**config.mk**
```make
export PLATFORM = sky130hd
export DESIGN_NAME = csDecode
export DESIGN_NICKNAME = d
export VERILOG_FILES = /design/src/rtl/csDecodePkg.sv /design/src/rtl/controlStore.sv /design/src/rtl/csDecode.sv /design/src/rtl/opcodeMatch.sv
export VERILOG_INCLUDE_DIRS = /design/src /design/src/rtl
export SDC_FILE = /design/constraint.sdc
export NUM_CORES = 1
export LEC_CHECK = 0
export ABC_AREA = 0
export BUFFER_PORTS_ARGS = -buffer_cell sky130_fd_sc_hd__buf_2
export CAP_MARGIN = 5
export CORE_UTILIZATION = 51
export DETAILED_ROUTE_END_ITERATION = 8
export PLACE_DENSITY = 0.76
export SKIP_LAST_GASP = 1
export SYNTH_ARGS = -nofsm -noshare
export SYNTH_HDL_FRONTEND = slang
export SYNTH_SLANG_ARGS = --single-unit
export TNS_END_PERCENT = 30
```
**constraint.sdc**
```tcl
create_clock -name clk -period 1.9 [get_ports clk]
set_clock_uncertainty 0.15 [all_clocks]
set_input_delay 0.19 -clock clk [delete_from_list [all_inputs] [get_ports clk]]
set_output_delay 0.19 -clock clk [all_outputs]
set_load 0.01 [all_outputs]
```
**src/rtl/csDecode_macros.svh**
```systemverilog
`ifndef CS_DECODE_MACROS_SVH
`define CS_DECODE_MACROS_SVH

// Opcode byte width, both bytes of the lookup window use it
`define CS_BYTE_W 8

// ModRM reg field width
`define CS_REG_W 3

// Lowest bit of the reg field inside the second byte (bits 5 to 3)
`define CS_REG_LSB 3

// Rows in the control store, one per csEntry_e value including ENT_NONE
`define CS_ENTRIES 29

// Bits needed to index a control-store row
`define CS_IDX_W 5

`endif

```
**src/rtl/csDecodePkg.sv**
```systemverilog
`default_nettype none

`include "csDecode_macros.svh"

package csDecodePkg;

  // One value per kept instruction family, used directly as the control-store row index
  typedef enum logic [`CS_IDX_W-1:0] {
    ENT_NONE = '0,   // No pattern matched
    ENT_ALU_ACC8,    // 04, 0C, 24 with imm8 on AL
    ENT_ALU_ACC32,   // 05, 0D, 25 with imm32 on EAX
    ENT_ALU_IMM8,    // 80 group, also C0 shifts since the row shape is the same
    ENT_ALU_IMM32,   // 81 group
    ENT_ALU_IMM8X,   // 83 group, also C1 shifts
    ENT_ALU_RM8,     // Even register forms of the ALU block, also XCHG 86
    ENT_ALU_RM32,    // Odd register forms of the ALU block
    ENT_MOV_RM8,     // 88 and 8A
    ENT_MOV_RM32,    // 89 and 8B
    ENT_MOV_R8I,     // B0 to B7
    ENT_MOV_R32I,    // B8 to BF
    ENT_MOV_RM8I,    // C6
    ENT_MOV_RM32I,   // C7
    ENT_PUSH_R,      // 50 to 57
    ENT_POP_R,       // 58 to 5F
    ENT_JMP8,        // EB
    ENT_JMP32,       // E9
    ENT_CALL32,      // E8
    ENT_RET,         // C3
    ENT_RETI,        // C2 pops imm16 extra bytes
    ENT_SHIFT8,      // D0 and D2 with reg 4 or 7
    ENT_SHIFT32,     // D1 and D3 with reg 4 or 7
    ENT_NOT8,        // F6 /2
    ENT_NOT32,       // F7 /2
    ENT_XCHG_ACC,    // 90 to 97
    ENT_XCHG_RM,     // 87
    ENT_JNE8,        // 75
    ENT_JNE32        // 0F 85
  } csEntry_e;

  // Operation handed to the execute stage
  typedef enum logic [3:0] {
    OP_ADD,    // Zero code, also the value carried on a miss
    OP_AND,
    OP_OR,
    OP_MOV,
    OP_PUSH,
    OP_POP,
    OP_JMP,
    OP_JCC,    // Conditional branch, only NE is decoded
    OP_CALL,
    OP_RET,
    OP_SAL,
    OP_SAR,
    OP_NOT,
    OP_XCHG
  } csOp_e;

  // Size of the immediate or displacement that follows the opcode and ModRM
  typedef enum logic [1:0] {
    IMM_NONE,
    IMM_8,
    IMM_16,
    IMM_32
  } csImm_e;

endpackage

`default_nettype wire

```
**src/rtl/controlStore.sv**
```systemverilog
`timescale 1ns/1ps
`default_nettype none

`include "csDecode_macros.svh"

module controlStore import csDecodePkg::*; (
  input  logic     clk,
  input  logic     rst,
  input  logic     matchValid,  // Stage-one result present
  input  logic     matchHit,
  input  csEntry_e matchEntry,  // Row index
  input  csOp_e    matchOp,     // Used by the group rows only
  output logic     outValid,    // matchValid delayed by one cycle
  output logic     hit,
  output csOp_e    op,
  output logic     size32,      // High for 32-bit operand size
  output logic     needsModrm,  // A ModRM byte follows the opcode
  output csImm_e   immSize,     // Immediate or displacement bytes after ModRM
  output logic     twoByte      // High for an 0F-prefixed opcode
);

  // One control-store row
  typedef struct packed {
    csOp_e  op;          // Fixed operation of the row
    logic   size32;
    logic   needsModrm;
    csImm_e immSize;
    logic   twoByte;
    logic   fromMatch;   // Row is shared by a group and takes matchOp instead of op
  } csRow_t;

  // Rows follow csEntry_e order, branches use the 32-bit EIP operand size
  localparam csRow_t RowTable [`CS_ENTRIES] = '{
    '{OP_ADD,  1'b0, 1'b0, IMM_NONE, 1'b0, 1'b0},  // ENT_NONE gives all zero
    '{OP_ADD,  1'b0, 1'b0, IMM_8,    1'b0, 1'b1},  // ENT_ALU_ACC8
    '{OP_ADD,  1'b1, 1'b0, IMM_32,   1'b0, 1'b1},  // ENT_ALU_ACC32
    '{OP_ADD,  1'b0, 1'b1, IMM_8,    1'b0, 1'b1},  // ENT_ALU_IMM8, also C0
    '{OP_ADD,  1'b1, 1'b1, IMM_32,   1'b0, 1'b1},  // ENT_ALU_IMM32
    '{OP_ADD,  1'b1, 1'b1, IMM_8,    1'b0, 1'b1},  // ENT_ALU_IMM8X, also C1
    '{OP_ADD,  1'b0, 1'b1, IMM_NONE, 1'b0, 1'b1},  // ENT_ALU_RM8, also XCHG 86
    '{OP_ADD,  1'b1, 1'b1, IMM_NONE, 1'b0, 1'b1},  // ENT_ALU_RM32
    '{OP_MOV,  1'b0, 1'b1, IMM_NONE, 1'b0, 1'b0},  // ENT_MOV_RM8
    '{OP_MOV,  1'b1, 1'b1, IMM_NONE, 1'b0, 1'b0},  // ENT_MOV_RM32
    '{OP_MOV,  1'b0, 1'b0, IMM_8,    1'b0, 1'b0},  // ENT_MOV_R8I
    '{OP_MOV,  1'b1, 1'b0, IMM_32,   1'b0, 1'b0},  // ENT_MOV_R32I
    '{OP_MOV,  1'b0, 1'b1, IMM_8,    1'b0, 1'b0},  // ENT_MOV_RM8I
    '{OP_MOV,  1'b1, 1'b1, IMM_32,   1'b0, 1'b0},  // ENT_MOV_RM32I
    '{OP_PUSH, 1'b1, 1'b0, IMM_NONE, 1'b0, 1'b0},  // ENT_PUSH_R
    '{OP_POP,  1'b1, 1'b0, IMM_NONE, 1'b0, 1'b0},  // ENT_POP_R
    '{OP_JMP,  1'b1, 1'b0, IMM_8,    1'b0, 1'b0},  // ENT_JMP8
    '{OP_JMP,  1'b1, 1'b0, IMM_32,   1'b0, 1'b0},  // ENT_JMP32
    '{OP_CALL, 1'b1, 1'b0, IMM_32,   1'b0, 1'b0},  // ENT_CALL32
    '{OP_RET,  1'b1, 1'b0, IMM_NONE, 1'b0, 1'b0},  // ENT_RET
    '{OP_RET,  1'b1, 1'b0, IMM_16,   1'b0, 1'b0},  // ENT_RETI
    '{OP_ADD,  1'b0, 1'b1, IMM_NONE, 1'b0, 1'b1},  // ENT_SHIFT8
    '{OP_ADD,  1'b1, 1'b1, IMM_NONE, 1'b0, 1'b1},  // ENT_SHIFT32
    '{OP_NOT,  1'b0, 1'b1, IMM_NONE, 1'b0, 1'b0},  // ENT_NOT8
    '{OP_NOT,  1'b1, 1'b1, IMM_NONE, 1'b0, 1'b0},  // ENT_NOT32
    '{OP_XCHG, 1'b1, 1'b0, IMM_NONE, 1'b0, 1'b0},  // ENT_XCHG_ACC
    '{OP_XCHG, 1'b1, 1'b1, IMM_NONE, 1'b0, 1'b0},  // ENT_XCHG_RM
    '{OP_JCC,  1'b1, 1'b0, IMM_8,    1'b0, 1'b0},  // ENT_JNE8
    '{OP_JCC,  1'b1, 1'b0, IMM_32,   1'b1, 1'b0}   // ENT_JNE32
  };

  csRow_t rowSel;  // Row addressed by the stage-one entry
  csOp_e  opSel;

  assign rowSel = RowTable[matchEntry];
  assign opSel  = rowSel.fromMatch ? matchOp : rowSel.op;  // Groups were resolved upstream

  always_ff @(posedge clk) begin
    if (rst) begin
      outValid <= 1'b0;
      hit      <= 1'b0;
    end else begin
      outValid <= matchValid;
      hit      <= matchValid && matchHit;
    end
  end

  // Fields hold between lookups and are only meaningful with outValid
  always_ff @(posedge clk) begin
    if (matchValid) begin
      op         <= opSel;
      size32     <= rowSel.size32;
      needsModrm <= rowSel.needsModrm;
      immSize    <= rowSel.immSize;
      twoByte    <= rowSel.twoByte;
    end
  end

  // A hit from stage one must name a real row and a miss must read the all-zero row
  aEntryAgreesHit: assert property (@(posedge clk) disable iff (rst)
    matchValid |-> (matchHit == (matchEntry != ENT_NONE)))
    else $error("controlStore: matchHit disagrees with entry %0d", matchEntry);

endmodule

`default_nettype wire

```
**src/rtl/csDecode.sv**
```systemverilog
`timescale 1ns/1ps
`default_nettype none

`include "csDecode_macros.svh"

module csDecode import csDecodePkg::*; (
  input  logic                  clk,
  input  logic                  rst,
  input  logic                  inValid,     // Strobe, may be high on back-to-back cycles
  input  logic [`CS_BYTE_W-1:0] byte1,
  input  logic [`CS_BYTE_W-1:0] byte2,
  output logic                  outValid,    // Two cycles after inValid
  output logic                  hit,
  output csOp_e                 op,
  output logic                  size32,
  output logic                  needsModrm,
  output csImm_e                immSize,
  output logic                  twoByte
);

  logic     matchValid;  // Stage one to stage two
  logic     matchHit;
  csEntry_e matchEntry;
  csOp_e    matchOp;

  // Pattern match and group resolution
  opcodeMatch opcodeMatch_i (
    .clk        (clk),
    .rst        (rst),
    .inValid    (inValid),
    .byte1      (byte1),
    .byte2      (byte2),
    .matchValid (matchValid),
    .matchHit   (matchHit),
    .matchEntry (matchEntry),
    .matchOp    (matchOp)
  );

  // Row readout
  controlStore controlStore_i (
    .clk        (clk),
    .rst        (rst),
    .matchValid (matchValid),
    .matchHit   (matchHit),
    .matchEntry (matchEntry),
    .matchOp    (matchOp),
    .outValid   (outValid),
    .hit        (hit),
    .op         (op),
    .size32     (size32),
    .needsModrm (needsModrm),
    .immSize    (immSize),
    .twoByte    (twoByte)
  );

endmodule

`default_nettype wire

```
**src/rtl/opcodeMatch.sv**
```systemverilog
`timescale 1ns/1ps
`default_nettype none

`include "csDecode_macros.svh"

module opcodeMatch import csDecodePkg::*; (
  input  logic                  clk,
  input  logic                  rst,
  input  logic                  inValid,     // One lookup per high cycle
  input  logic [`CS_BYTE_W-1:0] byte1,       // First opcode byte
  input  logic [`CS_BYTE_W-1:0] byte2,       // ModRM or second opcode byte after 0F
  output logic                  matchValid,  // inValid delayed by one cycle
  output logic                  matchHit,    // Some kept pattern matched
  output csEntry_e              matchEntry,  // Control-store row to read
  output csOp_e                 matchOp      // Resolved operation for the group rows
);

  logic [`CS_REG_W-1:0]   regField;    // ModRM reg field of the second byte
  logic [`CS_REG_W-1:0]   aluField;    // Bits 5 to 3 of byte1 name the op in the 00-3F block
  logic                   aluBlock;    // byte1 is one of 00-05, 08-0D, 20-25
  logic                   aluImmGrp;   // 80, 81 or 83 with reg 0, 1 or 4
  logic                   shiftGrp;    // D0-D3, C0 or C1 with reg 4 or 7
  logic [`CS_ENTRIES-1:0] entHit;      // One bit per control-store row
  logic                   anyHit;
  csEntry_e               entryNext;
  csOp_e                  opNext;

  // Codes 0, 1 and 4 are the ADD, OR and AND slots in both the opcode and the reg field
  function automatic logic isAluCode(input logic [`CS_REG_W-1:0] code);
    return (code == 3'd0) || (code == 3'd1) || (code == 3'd4);
  endfunction

  function automatic csOp_e aluOp(input logic [`CS_REG_W-1:0] code);
    csOp_e result;
    case (code)
      3'd0:    result = OP_ADD;
      3'd1:    result = OP_OR;
      default: result = OP_AND;  // Only 4 reaches here once isAluCode has passed
    endcase
    return result;
  endfunction

  assign regField = byte2[`CS_REG_LSB +: `CS_REG_W];
  assign aluField = byte1[5:3];

  assign aluBlock  = (byte1[7:6] == 2'b00) && isAluCode(aluField) &&
                     (byte1[2:0] <= 3'd5);                 // 06, 07 and 0F fall out here
  assign aluImmGrp = ((byte1 == 8'h80) || (byte1 == 8'h81) || (byte1 == 8'h83)) &&
                     isAluCode(regField);
  assign shiftGrp  = ((byte1[7:2] == 6'b110100) || (byte1[7:1] == 7'b1100000)) &&
                     ((regField == 3'd4) || (regField == 3'd7));

  // Patterns that share a row are exclusive on byte1, so OR-ing them keeps one hot
  always_comb begin
    entHit = '0;
    entHit[ENT_ALU_ACC8]  = aluBlock && (byte1[2:0] == 3'b100);
    entHit[ENT_ALU_ACC32] = aluBlock && (byte1[2:0] == 3'b101);
    entHit[ENT_ALU_IMM8]  = (aluImmGrp && (byte1 == 8'h80)) ||
                            (shiftGrp && (byte1 == 8'hC0));  // C0 has the 80 row shape
    entHit[ENT_ALU_IMM32] = aluImmGrp && (byte1 == 8'h81);
    entHit[ENT_ALU_IMM8X] = (aluImmGrp && (byte1 == 8'h83)) ||
                            (shiftGrp && (byte1 == 8'hC1));  // C1 has the 83 row shape
    entHit[ENT_ALU_RM8]   = (aluBlock && !byte1[2] && !byte1[0]) ||
                            (byte1 == 8'h86);                // XCHG r/m8 reuses the 8-bit r/m row
    entHit[ENT_ALU_RM32]  = aluBlock && !byte1[2] && byte1[0];
    entHit[ENT_MOV_RM8]   = (byte1[7:2] == 6'b100010) && !byte1[0];  // 88, 8A
    entHit[ENT_MOV_RM32]  = (byte1[7:2] == 6'b100010) && byte1[0];   // 89, 8B
    entHit[ENT_MOV_R8I]   = byte1[7:3] == 5'b10110;   // +r range folded to one row
    entHit[ENT_MOV_R32I]  = byte1[7:3] == 5'b10111;
    entHit[ENT_MOV_RM8I]  = byte1 == 8'hC6;
    entHit[ENT_MOV_RM32I] = byte1 == 8'hC7;
    entHit[ENT_PUSH_R]    = byte1[7:3] == 5'b01010;
    entHit[ENT_POP_R]     = byte1[7:3] == 5'b01011;
    entHit[ENT_JMP8]      = byte1 == 8'hEB;
    entHit[ENT_JMP32]     = byte1 == 8'hE9;
    entHit[ENT_CALL32]    = byte1 == 8'hE8;
    entHit[ENT_RET]       = byte1 == 8'hC3;
    entHit[ENT_RETI]      = byte1 == 8'hC2;
    entHit[ENT_SHIFT8]    = shiftGrp && (byte1[7:4] == 4'hD) && !byte1[0];  // D0, D2
    entHit[ENT_SHIFT32]   = shiftGrp && (byte1[7:4] == 4'hD) && byte1[0];   // D1, D3
    entHit[ENT_NOT8]      = (byte1 == 8'hF6) && (regField == 3'd2);  // Other F6 members are not kept
    entHit[ENT_NOT32]     = (byte1 == 8'hF7) && (regField == 3'd2);
    entHit[ENT_XCHG_ACC]  = byte1[7:3] == 5'b10010;
    entHit[ENT_XCHG_RM]   = byte1 == 8'h87;
    entHit[ENT_JNE8]      = byte1 == 8'h75;
    entHit[ENT_JNE32]     = (byte1 == 8'h0F) && (byte2 == 8'h85);  // Only two-byte opcode kept
  end

  assign anyHit = |entHit;

  // Encode the one-hot row vector, ENT_NONE stays when nothing hit
  always_comb begin
    entryNext = ENT_NONE;
    for (int i = 1; i < `CS_ENTRIES; i++) begin
      if (entHit[i]) entryNext = csEntry_e'(i[`CS_IDX_W-1:0]);
    end
  end

  // Group members are told apart here, the store only knows the row shape
  always_comb begin
    opNext = OP_ADD;                                     // Misses and fixed rows carry zero
    if (aluBlock) opNext = aluOp(aluField);              // Opcode bits pick ADD, OR or AND
    if (aluImmGrp) opNext = aluOp(regField);             // Reg field picks it for 80, 81, 83
    if (shiftGrp) opNext = (regField == 3'd4) ? OP_SAL : OP_SAR;
    if (byte1 == 8'h86) opNext = OP_XCHG;                // Shares ENT_ALU_RM8 with the ALU ops
  end

  always_ff @(posedge clk) begin
    if (rst) begin
      matchValid <= 1'b0;
      matchHit   <= 1'b0;
    end else begin
      matchValid <= inValid;
      matchHit   <= inValid && anyHit;  // Low on idle cycles as well as on misses
    end
  end

  always_ff @(posedge clk) begin
    if (inValid) begin
      matchEntry <= entryNext;
      matchOp    <= opNext;
    end
  end

  // The row table holds one row per family, so two hits would mean overlapping patterns
  aOneMatch: assert property (@(posedge clk) disable iff (rst)
    inValid |-> $onehot0(entHit))
    else $error("opcodeMatch: several patterns hit for %h %h", byte1, byte2);

endmodule

`default_nettype wire

```
After elaboration in Yosys (flattened, before gate mapping)
Memories as Yosys holds them, arrays and structs flattened.
Index checks and enable logic that the tools add are counted.
{"block": "totals", "regBits": 22, "n_memories": 1, "mem_bits_ro": 320, "out_inout_bits": 11}
{"name": "(no name shown)", "words": 32, "word_bits": 10, "rd": 1, "rd_ports_with_merged_regs": 0, "write_ports": 0, "line": "controlStore.sv:68", "rtl": "assign rowSel = RowTable[matchEntry];"}
{"block": "op_classes", "bitwise_logic": 1, "mux": 36, "n_lt_le_gt_ge": 2, "n_eq_ne": 36, "reduce_logical": 43}
{"operator": "$eq 8x8->1 const B", "n": 17}
{"operator": "$mux 4", "n": 20}
{"operator": "$reduce_or 28->1", "n": 1}
{"operator": "$logic_and 1x1->1", "n": 24}
{"operator": "$mux 3", "n": 8}
{"operator": "$mux 10", "n": 2}
{"operator": "$eq 3x3->1 const B", "n": 5}
{"operator": "$eq 5x5->1 const B", "n": 3}
{"operator": "$reduce_or 13->1", "n": 1}
{"operator": "$eq 6x6->1 const B", "n": 2}
{"operator": "$logic_or 1x1->1", "n": 11}
{"operator": "$eq 5x4->1 const B", "n": 2}
{"operator": "$eq 8x4->1 const B", "n": 1}
{"operator": "$eq 8x7->1 const B", "n": 1}
{"operator": "$pmux 2 s2", "n": 2}
{"operator": "$eq 7x7->1 const B", "n": 1}
{"operator": "$eq 3x1->1 const B", "n": 2}
{"operator": "$ge 6x6->1 const B", "n": 1}
{"operator": "$logic_not 3->1", "n": 2}
{"operator": "$not 5->6", "n": 1}
{"operator": "$reduce_or 5->1", "n": 1}
{"operator": "$eq 4x4->1 const B", "n": 1}
{"operator": "$mux 2", "n": 2}
{"operator": "$eq 3x2->1 const B", "n": 1}
{"operator": "other kinds (4)", "n": 6}

Depth between registers and ports, before layout
Gate-level depths: netlist of run 1.
{"block": "logic_depth", "word_depth": 33, "ltp_mapped": 7, "depth_no_buf": 7}

By module
A second synthesis of run 1 with hierarchy kept.
{"block": "hier_totals", "cells_unflattened": 220, "area_unflattened_um2": 1938.1}
{"module": "opcodeMatch", "seq_area_each_um2": 310.3, "instances": 1, "area_each_um2": 1118.6, "cells_per_inst": 138}
{"module": "controlStore", "seq_area_each_um2": 310.3, "instances": 1, "area_each_um2": 819.5, "cells_per_inst": 82}

Worst setup path before layout of run 1
OpenSTA, ideal clock, no wires.
{"block": "synth_path", "path_type": "register to register", "startpoint": "register opcodeMatch_i.matchEntry[1]", "endpoint": "register controlStore_i.op[3] (data pin)", "arrival_time_ps": 1514, "slack_ps": -20, "synth_period_minus_slack_ps": 1920, "path_stages_with_launch": 7, "path_buffers": 0, "required_time_ps": 1494, "cell_sequence": "edfxtp_1 inv_1 ha_1 nand2b_1 a21oi_1 nor2_1 a22o_1"}
{"block": "synth_via", "elab_chain_len": 5}
{"element": "from (decl)", "line": "opcodeMatch.sv:14", "rtl": "output csEntry_e matchEntry,"}
{"element": "from (signal assigned)", "line": "opcodeMatch.sv:120", "rtl": "matchEntry <= entryNext;"}
{"element": "$not 5->6 (not written as such)", "line": "controlStore.sv:68"}
{"element": "$mem_v2 32x10"}
{"element": "$mux 10 (not written as such) (2 in a row)", "line": "controlStore.sv:68"}
{"element": "$mux 4", "line": "controlStore.sv:69", "rtl": "assign opSel = rowSel.fromMatch ? matchOp : rowSel.op;"}
{"element": "named net controlStore_i.opSel[3]", "line": "controlStore.sv:66", "rtl": "csOp_e opSel;"}
{"element": "to (signal assigned)", "line": "controlStore.sv:84", "rtl": "op <= opSel;"}
{"element": "to (decl)", "line": "controlStore.sv:15", "rtl": "output csOp_e op,"}
The timed path passes the listed nets, and every way through them passes these cells. The select of a mux whose other input is x is not followed.
A chain may end at the register's enable or synchronous reset.

Worst setup path after layout of run 1
Same ends and word-level chain as after synthesis.

==> reports/results.tsv, run 1 <==
metric	value	unit
Initial Utilization	54.7	%
final worst-path cycle share	97.9	%
Setup-failing EPs final	0	
final setup TNS	0	ns
pre-CTS setup slack	0.0513	ns
Peak Freq	0.538	GHz
DRC violations left	0	
nets	295	
total gr overflow	0	
status	complete, no violations	
minimum clock period	1.86	ns
Critical R2R Launch	opcodeMatch_i.matchEntry[1]	
top cells by count, synth	nand2_1 (25), nor2_1 (22), edfxtp_1 (18)	
routed vias	1837	
Syn Nets	251	
GRT Util Overall	24.5	%
die area	3940	µm²
final std cells w/o fill	311	
Ys Warns	0	
First DRT Iteration DRCs	170	
Final WS setup	0.0400	ns
DIE WIDTH	62.8	µm
area grow syn2layout	20.3	%
syn avg cell area	8.48	µm²
Min-Delay Startpoint	inValid	
post-synthesis sequential area ratio	33.0	%
R2R depth	6	
flop-to-flop setup slack	0.04	ns
WHS Endpoint	opcodeMatch_i.matchOp[1]	
FF-to-FF End	controlStore_i.op[3]	
Clk Latency, worst-skew pair	0.26	ns
crit path capture type	flop	
Root Buffer Master	clkbuf_8	
Hold Vio Cnt, Final	0	
worst rel slew slack	70.8	%
ant diodes	0	
die height	62.8	µm
share of post-route cells with drive strength above 1	26.4	%
Cells after Synth	222	
I/O Buffers	29	
Worst Hold Depth	1	
first-pass GRT wire length	7740	µm
worst vdd ir	0.308	mV
number of synthesized flops with an enable pin	18	
largest net degree at the start of global routing	15	
cell leakage power	0.947	nW
post-route core utilization	65.8	%
vias per cell	5.91	
Final Slew Violations	0	
vias in the first global route	1747	
Pwr Density	615	nW/µm²
Crit Path Category	reg2reg	
hold crit path type	in2reg	
TritonCTS buffer count	3	
WP data required	1.77	ns
drt pass-1 iters	5	
CTS tree	yes	
final antenna-violating net count	0	
post-synth cell types	58	
Worst setup startpoint	opcodeMatch_i.matchEntry[1]	
CTS Buffer Depth	2	
Synth Cell Area	1880	µm²
placed wire-length estimate	3560	µm
cell taking the most area after synthesis	edfxtp_1	
Crit Path Max Fanout	5	
Sink Count	22	
drt wl/cell	14.8	µm
placed cell count	304	
critical path launch point type	flop	
Worst-Margin Slew	0.438	ns
leading register cell type out of synthesis	edfxtp_1	
Final GP Congestion	0.948	
Cell Rows	21	
max-cap violations	0	
Fillers	286	
Core Box Area	3440	µm²
Tot Pwr	1.39	mW
top post-synthesis cells by area	edfxtp_1 (29%), ha_1 (6.6%), nand2_1 (5.0%)	
top cell type's share of synthesized area	28.7	%
Worst-path clk slew	0.08	ns
antenna violations before repair	0	
Synth Register Bits	22	
CP Data Arrival Time	1.73	ns
most common cell in the synthesized netlist	nand2_1	
Post-Route WL	4610	µm
Synth async-reset ratio	0	%
I/O pins	30	
H-tree levels	1	
-- cells in the final DEF (no fill, tap or decap), drive strengths merged, types with 9 or more instances in the layout --
| cell | count |
|---|---|
| o21ai | 11 |
| nand2 | 26 |
| buf | 55 |
| ha | 10 |
| edfxtp | 18 |
| a21oi | 15 |
| nand3 | 9 |
| nor2 | 23 |
-- critical path: stages (launching register included) --
cell and delay, ns:
edfxtp_1 0.47, inv_2 0.10, ha_1 0.23, nand2b_1 0.16, a21oi_2 0.15, nor2_1 0.09
a22o_1 0.26
-- worst max path at each step --
stage,endpoint,slack [ns],cells after the start
after CTS,controlStore_i.op[3],0.03,6
after detailed placement,controlStore_i.op[3],0.05,6
after global placement,opcodeMatch_i.matchEntry[1],0.07,6
after floorplan,controlStore_i.op[3],0.02,6
final,controlStore_i.op[3],0.04,6
after global routing,controlStore_i.op[3],-0.01,6
-- layer usage --
| metal | part of all wire [%] | global-route usage [%] |
|---|---|---|
| met5 | 0 | 0 |
| met4 | 0.67 | 7.56 |
| met3 | 5.5 | 1.82 |
| met2 | 53 | 44.8 |
| met1 | 41 | 30.4 |
-- logic make-up after synthesis --
family | share of synthesized area (%)
adders and majority gates | 6.64
buffers and inverters | 6.58
muxes | 2.19
DFF | 33.0
and+or+nand+nor | 30.7
AOI/OAI and AO/OA | 20.5
xor gates and xnor gates | 0.465
-- report_power, final --
part	switching (mW)	total (mW)	internal, mW	leakage (nW)
clock	0.149	0.430	0.281	0.0357
sequential	0.0310	0.597	0.566	0.202
combinational	0.197	0.365	0.169	0.709
total	0.376	1.39	1.02	0.947
-- registers in the layout, summed over array words and instances (netlist names) --
register,count
controlStore_i.hit,1
controlStore_i.size32,1
opcodeMatch_i.matchOp,4
opcodeMatch_i.matchHit,1
controlStore_i.immSize,2
opcodeMatch_i.matchValid,1
controlStore_i.needsModrm,1
controlStore_i.twoByte,1
opcodeMatch_i.matchEntry,5
controlStore_i.op,4
controlStore_i.outValid,1
-- final cells by class --
type / instances / area (µm²) / area share [%]
inverters: 6 / 22.5 / 0.994
multi-input cells: 177 / 1140 / 50.4
repair buffers: 56 / 350 / 15.5
flip-flops and latches: 22 / 621 / 27.4
clock buffers: 3 / 41.3 / 1.82
well taps: 46 / 57.6 / 2.54
clock inverters: 1 / 30.0 / 1.33
-- through the flow --
| step | hold slack, ns | cell area [µm²] |
|---|---|---|
| 4_1_cts | 0.146 | 2250 |
| 2_1_floorplan | 0.107 | 1880 |
| 3_5_place_dp | 0.253 | 2160 |
| 6_report | 0.145 | 2260 |
| 3_3_place_gp | 0.255 | 2160 |
| 5_1_grt | 0.147 | 2260 |
-- timing repair --
action	4_1_cts	5_1_grt
endpoints found under the setup margin	0	3
resized for setup	0	1
endpoints found under the hold margin	3	0
hold buffers	1	0
buffers inserted	0	2
Note: power is estimated with default switching activity, not from simulation.
==> run 2: changes to the inputs <==
==> constraint.sdc (replaced) <==
create_clock -name clk -period 1.9 [get_ports clk]
set_clock_uncertainty 0.15 [all_clocks]
set_input_delay 0.095 -clock clk [delete_from_list [all_inputs] [get_ports clk]]
set_output_delay 0.095 -clock clk [all_outputs]
set_load 0.01 [all_outputs]
==> run 2 against run 1 <==
Compared with the run above: clock power increased by 2%; count of clock-buffer cells in the layout stayed put; worst setup slack better by 0.035 ns; cell area is 4.0% lower; sequential share of layout area increased by 1.1 points; critical endpoint unchanged; largest power group unchanged; highest routed layer unchanged.
==> reports/results.tsv, run 2 (synthesis results as in run 1) <==
metric	value	unit
GR Util met1	28.5	%
Fillers	304	
die area	3940	µm²
grt met2 use	38.5	%
Final GP Congestion	0.898	
largest net degree at the start of global routing	19	
Final Slew Violations	0	
Reg with most FFs	opcodeMatch_i.matchEntry	
Post-Route WL	4270	µm
antenna violations before repair	0	
Root Buffer Master	clkbuf_8	
R2R depth	6	
final worst-path cycle share	96.0	%
WP data required	1.78	ns
Hold Vio Cnt, Final	0	
Finished Cell Area	2170	µm²
share of post-route cells with drive strength above 1	23.3	%
Clk Latency, worst-skew pair	0.27	ns
H-tree levels	1	
CTS Buffer Depth	2	
minimum clock period	1.82	ns
First DRT Iteration DRCs	161	
ant diodes	0	
Peak Freq	0.548	GHz
gr busiest metal	met2	
DP Area	2080	µm²
Critical R2R Launch	opcodeMatch_i.matchEntry[1]	
Worst-Margin Slew	0.533	ns
CP Data Arrival Time	1.70	ns
most frequent cells in the layout	buf_2 (29), nand2_1 (25), nor2_1 (22)	
Setup-failing EPs final	0	
critical path launch point type	flop	
hold crit path type	in2reg	
DRC violations left	0	
Initial Utilization	54.7	%
final antenna-violating net count	0	
Crit Path Category	reg2reg	
worst rel slew slack	64.4	%
flop-to-flop setup slack	0.08	ns
status	complete, no violations	
TritonCTS buffer count	3	
placed cell count	293	
Pwr Density	635	nW/µm²
Crit Path Max Fanout	5	
commonest non-fill, non-tap cell in the layout	buf_2	
max reg flops	5	
Worst-path clk slew	0.08	ns
total gr overflow	0	
FF-to-FF End	controlStore_i.op[3]	
area grow syn2layout	15.5	%
Worst setup startpoint	opcodeMatch_i.matchEntry[1]	
crit path capture	controlStore_i.op[3]	
Cell Rows	21	
vias in the first global route	1554	
final std cells w/o fill	299	
cell leakage power	0.887	nW
worst vdd ir	0.424	mV
biggest regs	opcodeMatch_i.matchEntry: 5 flops, controlStore_i.op: 4 flops, opcodeMatch_i.matchOp: 4 flops	
CTS tree	yes	
met3 Usage GRT	2.37	%
drt wl/cell	14.3	µm
die height	62.8	µm
first-pass GRT wire length	7170	µm
I/O pins	30	
drt pass-1 iters	5	
nets	283	
max-cap violations	0	
GRT Util Overall	22.6	%
vias per cell	6.03	
Core Box Area	3440	µm²
placed wire-length estimate	3130	µm
routed vias	1803	
Sink Count	22	
I/O Buffers	29	
crit path capture type	flop	
Min-Delay Startpoint	inValid	
DIE WIDTH	62.8	µm
==> run 2: what timing repair did <==
item                                   in CTS  in global routing
hold buffers                                1                  0
buffers inserted                            1                  0
pin swaps                                   0                  1
gates cloned                                0                  0
resized for setup                           0                  2
setup endpoints to repair                   1                  4
endpoints found under the hold margin       3                  0
==> run 2: final cells by class <==
type                       instances  area [µm²]  share of cell area [%]
sequential                        22         621                    28.5
inverter                           6        22.5                    1.04
clock buffer                       3        41.3                    1.90
clock inverter                     1        30.0                    1.38
timing repair buffer              44         260                    12.0
multi-input combinational        177        1140                    52.5
tap                               46        57.6                    2.65
==> run 2: report_power, final <==
part | total, mW | internal, mW | leakage (nW) | switching, mW
registers | 0.599 | 0.566 | 0.202 | 0.0326
clock network | 0.440 | 0.282 | 0.0357 | 0.158
logic | 0.343 | 0.154 | 0.649 | 0.189
==> run 2: layer usage <==
layer	routed length, µm	up-vias
met2	2150	89
li1	-	890
met1	1780	817
met5	0	-
met4	78	0
met3	257	7
==> run 2: through the flow <==
step | util [%] | setup TNS, ns | total power [mW] | setup WS, ns | hold slack (ns)
after global placement | 60.5 | 0 | 0.935 | 0.118 | 0.153
after detailed placement | 60.5 | 0 | 0.938 | 0.0333 | 0.153
after CTS | 63.1 | 0 | 1.38 | 0.0261 | 0.0322
after floorplan | - | 0 | 0.829 | 0.0202 | 0.0117
after global routing | 63.2 | -0.0136 | 1.45 | -0.0136 | 0.0389
final | 63.2 | 0 | 1.38 | 0.0754 | 0.0275
==> run 2: worst min-delay path by stage <==
stage	to	slack [ns]	depth (start not counted)
floorplan	opcodeMatch_i.matchValid	0.01	1
global placement	opcodeMatch_i.matchValid	0.15	2
detailed placement	opcodeMatch_i.matchValid	0.15	2
CTS	opcodeMatch_i.matchHit	0.03	3
global route	opcodeMatch_i.matchOp[2]	0.04	1
finish	opcodeMatch_i.matchHit	0.03	3
==> run 2: critical path: stages (launching register included) <==
cell and delay, ns:
edfxtp_1 0.46, inv_2 0.09, ha_1 0.23, nand2b_1 0.17, a21oi_2 0.16, nor2_1 0.09, a22o_1 0.24
==> run 3: changes to the inputs <==
- CELL_PAD_IN_SITES_DETAIL_PLACEMENT: default -> 1
- CELL_PAD_IN_SITES_GLOBAL_PLACEMENT: default -> 1
- CORE_UTILIZATION: 51 -> 38
- PLACE_DENSITY: 0.76 -> 0.79
==> run 3 against run 2 <==
Compared with the run above: wire length increased by 25%; count of clock-buffer cells in the layout unchanged; cell count increased by 7.4%; hold slack improved by 0.021 ns; sequential share of layout area decreased by 0.56 points; sequential cell count unchanged; combinational power increased by 7.3%; via count increased by 2.2%; die area increased by 33%; critical path depth unchanged; cell area increased by 2.0%.
==> reports/results.tsv, run 3 (synthesis results as in run 1) <==
metric	value	unit
status	complete, no violations	
drt wl/cell	16.7	µm
first-pass GRT wire length	8850	µm
Crit Path Max Fanout	5	
biggest regs	opcodeMatch_i.matchEntry: 5 flops, controlStore_i.op: 4 flops, opcodeMatch_i.matchOp: 4 flops	
Worst-path clk slew	0.08	ns
Pwr Density	633	nW/µm²
CP max-delay cell	edfxtp_1	
grt met2 use	40.4	%
die area	5240	µm²
vias in the first global route	1868	
H-tree levels	1	
placed cell count	315	
met3 Usage GRT	2.64	%
Final Slew Violations	0	
largest net degree at the start of global routing	19	
vias per cell	5.74	
Setup-failing EPs final	0	
flop-to-flop setup slack	0.05	ns
commonest non-fill, non-tap cell in the layout	buf_2	
DRC violations left	0	
CTS tree	yes	
CTS Buffer Depth	2	
final setup TNS	0	ns
gr busiest metal	met2	
Core Box Area	4750	µm²
Peak Freq	0.542	GHz
hold crit path type	in2reg	
GRT Util Overall	21.6	%
Reg with most FFs	opcodeMatch_i.matchEntry	
First DRT Iteration DRCs	93	
DIE WIDTH	72.4	µm
Cell Rows	25	
minimum clock period	1.85	ns
die height	72.4	µm
most frequent cells in the layout	buf_2 (29), nand2_1 (25), nor2_1 (21)	
placed wire-length estimate	4080	µm
CP Data Arrival Time	1.72	ns
routed vias	1842	
crit path capture type	flop	
RSZ-0062 raised after global routing	yes	
FF-to-FF End	controlStore_i.op[3]	
drt pass-1 iters	4	
Initial Utilization	39.6	%
Root Buffer Master	clkbuf_8	
crit path capture	controlStore_i.op[3]	
Hold Vio Cnt, Final	0	
area grow syn2layout	17.8	%
Post-Route WL	5350	µm
Clk Latency, worst-skew pair	0.26	ns
GR Util met1	25.4	%
worst vdd ir	0.304	mV
cell leakage power	0.899	nW
max-cap violations	0	
Worst-Margin Slew	0.541	ns
ant diodes	0	
Final WS setup	0.0546	ns
Sink Count	22	
share of post-route cells with drive strength above 1	24.0	%
R2R depth	6	
antenna violations before repair	0	
crit-path cells	inv_2 > ha_1 > nand2b_4 > a21oi_2 > nor2_2 > a22o_1	
WP data required	1.77	ns
total gr overflow	0	
final std cells w/o fill	321	
final worst-path cycle share	97.1	%
pre-CTS setup slack	0.0143	ns
worst rel slew slack	63.0	%
max reg flops	5	
Crit Path Category	reg2reg	
I/O pins	30	
Worst setup startpoint	opcodeMatch_i.matchEntry[1]	
Critical R2R Launch	opcodeMatch_i.matchEntry[1]	
nets	284	
final antenna-violating net count	0	
Final GP Congestion	0.880	
TritonCTS buffer count	3	
CP max stage delay	0.45	ns
I/O Buffers	29	
critical path launch point type	flop	
[run 3: final cells by class]
type,count,area [µm²]
fill,602,2540
multi-input combinational,177,1150
sequential,22,621
timing repair buffer,45,268
tap,67,83.8
clock buffer,3,41.3
clock inverter,1,30.0
inverter,6,22.5
[run 3: worst min-delay path by stage]
stage,start,endpoint,slack (ns),cells after the start
CTS,inValid,opcodeMatch_i.matchValid,0.05,3
finish,inValid,opcodeMatch_i.matchOp[1],0.05,1
detailed placement,rst,opcodeMatch_i.matchValid,0.15,2
global route,inValid,opcodeMatch_i.matchOp[1],0.05,1
global placement,rst,opcodeMatch_i.matchValid,0.15,2
floorplan,rst,opcodeMatch_i.matchValid,0.01,1
[run 3: critical path: cells and delay by family, from the launching register on]
| kind | cells | cell delay (ns) |
|---|---|---|
| flip-flops | 1 | 0.45 |
| AO/OA/AOI/OAI | 2 | 0.41 |
| AND/OR/NAND/NOR | 2 | 0.24 |
| adder cells (fa/ha/maj) | 1 | 0.26 |
| buffers and inverters | 1 | 0.10 |
[run 3: routing by layer]
layer,wire length [µm],up-vias
met2,2870,49
li1,-,886
met4,114,0
met5,0,-
met1,2200,897
met3,169,10
[run 3: repair_timing]
item	in CTS	in global routing
resized for setup	2	2
pin swaps	0	1
hold buffers	1	0
buffers inserted	1	0
gates cloned	0	0
endpoints found under the hold margin	3	0
endpoints found under the setup margin	1	4
[run 3: stage by stage]
step / power (mW) / util (%) / instance area (µm²) / hold slack (ns)
3_5_place_dp: 0.960 / 44.5 / 2120 / 0.155
6_report: 1.40 / 46.7 / 2220 / 0.0484
3_3_place_gp: 0.945 / 44.5 / 2120 / 0.148
4_1_cts: 1.40 / 46.5 / 2210 / 0.0475
2_1_floorplan: 0.829 / - / 1880 / 0.0117
5_1_grt: 1.47 / 46.7 / 2220 / 0.0512
[run 3: where the power goes]
| group | leakage [nW] | switching, mW | internal (mW) | total (mW) |
|---|---|---|---|---|
| Clock | 0.0357 | 0.156 | 0.281 | 0.437 |
| Combinational | 0.661 | 0.208 | 0.161 | 0.368 |
| Sequential | 0.202 | 0.0329 | 0.566 | 0.599 |
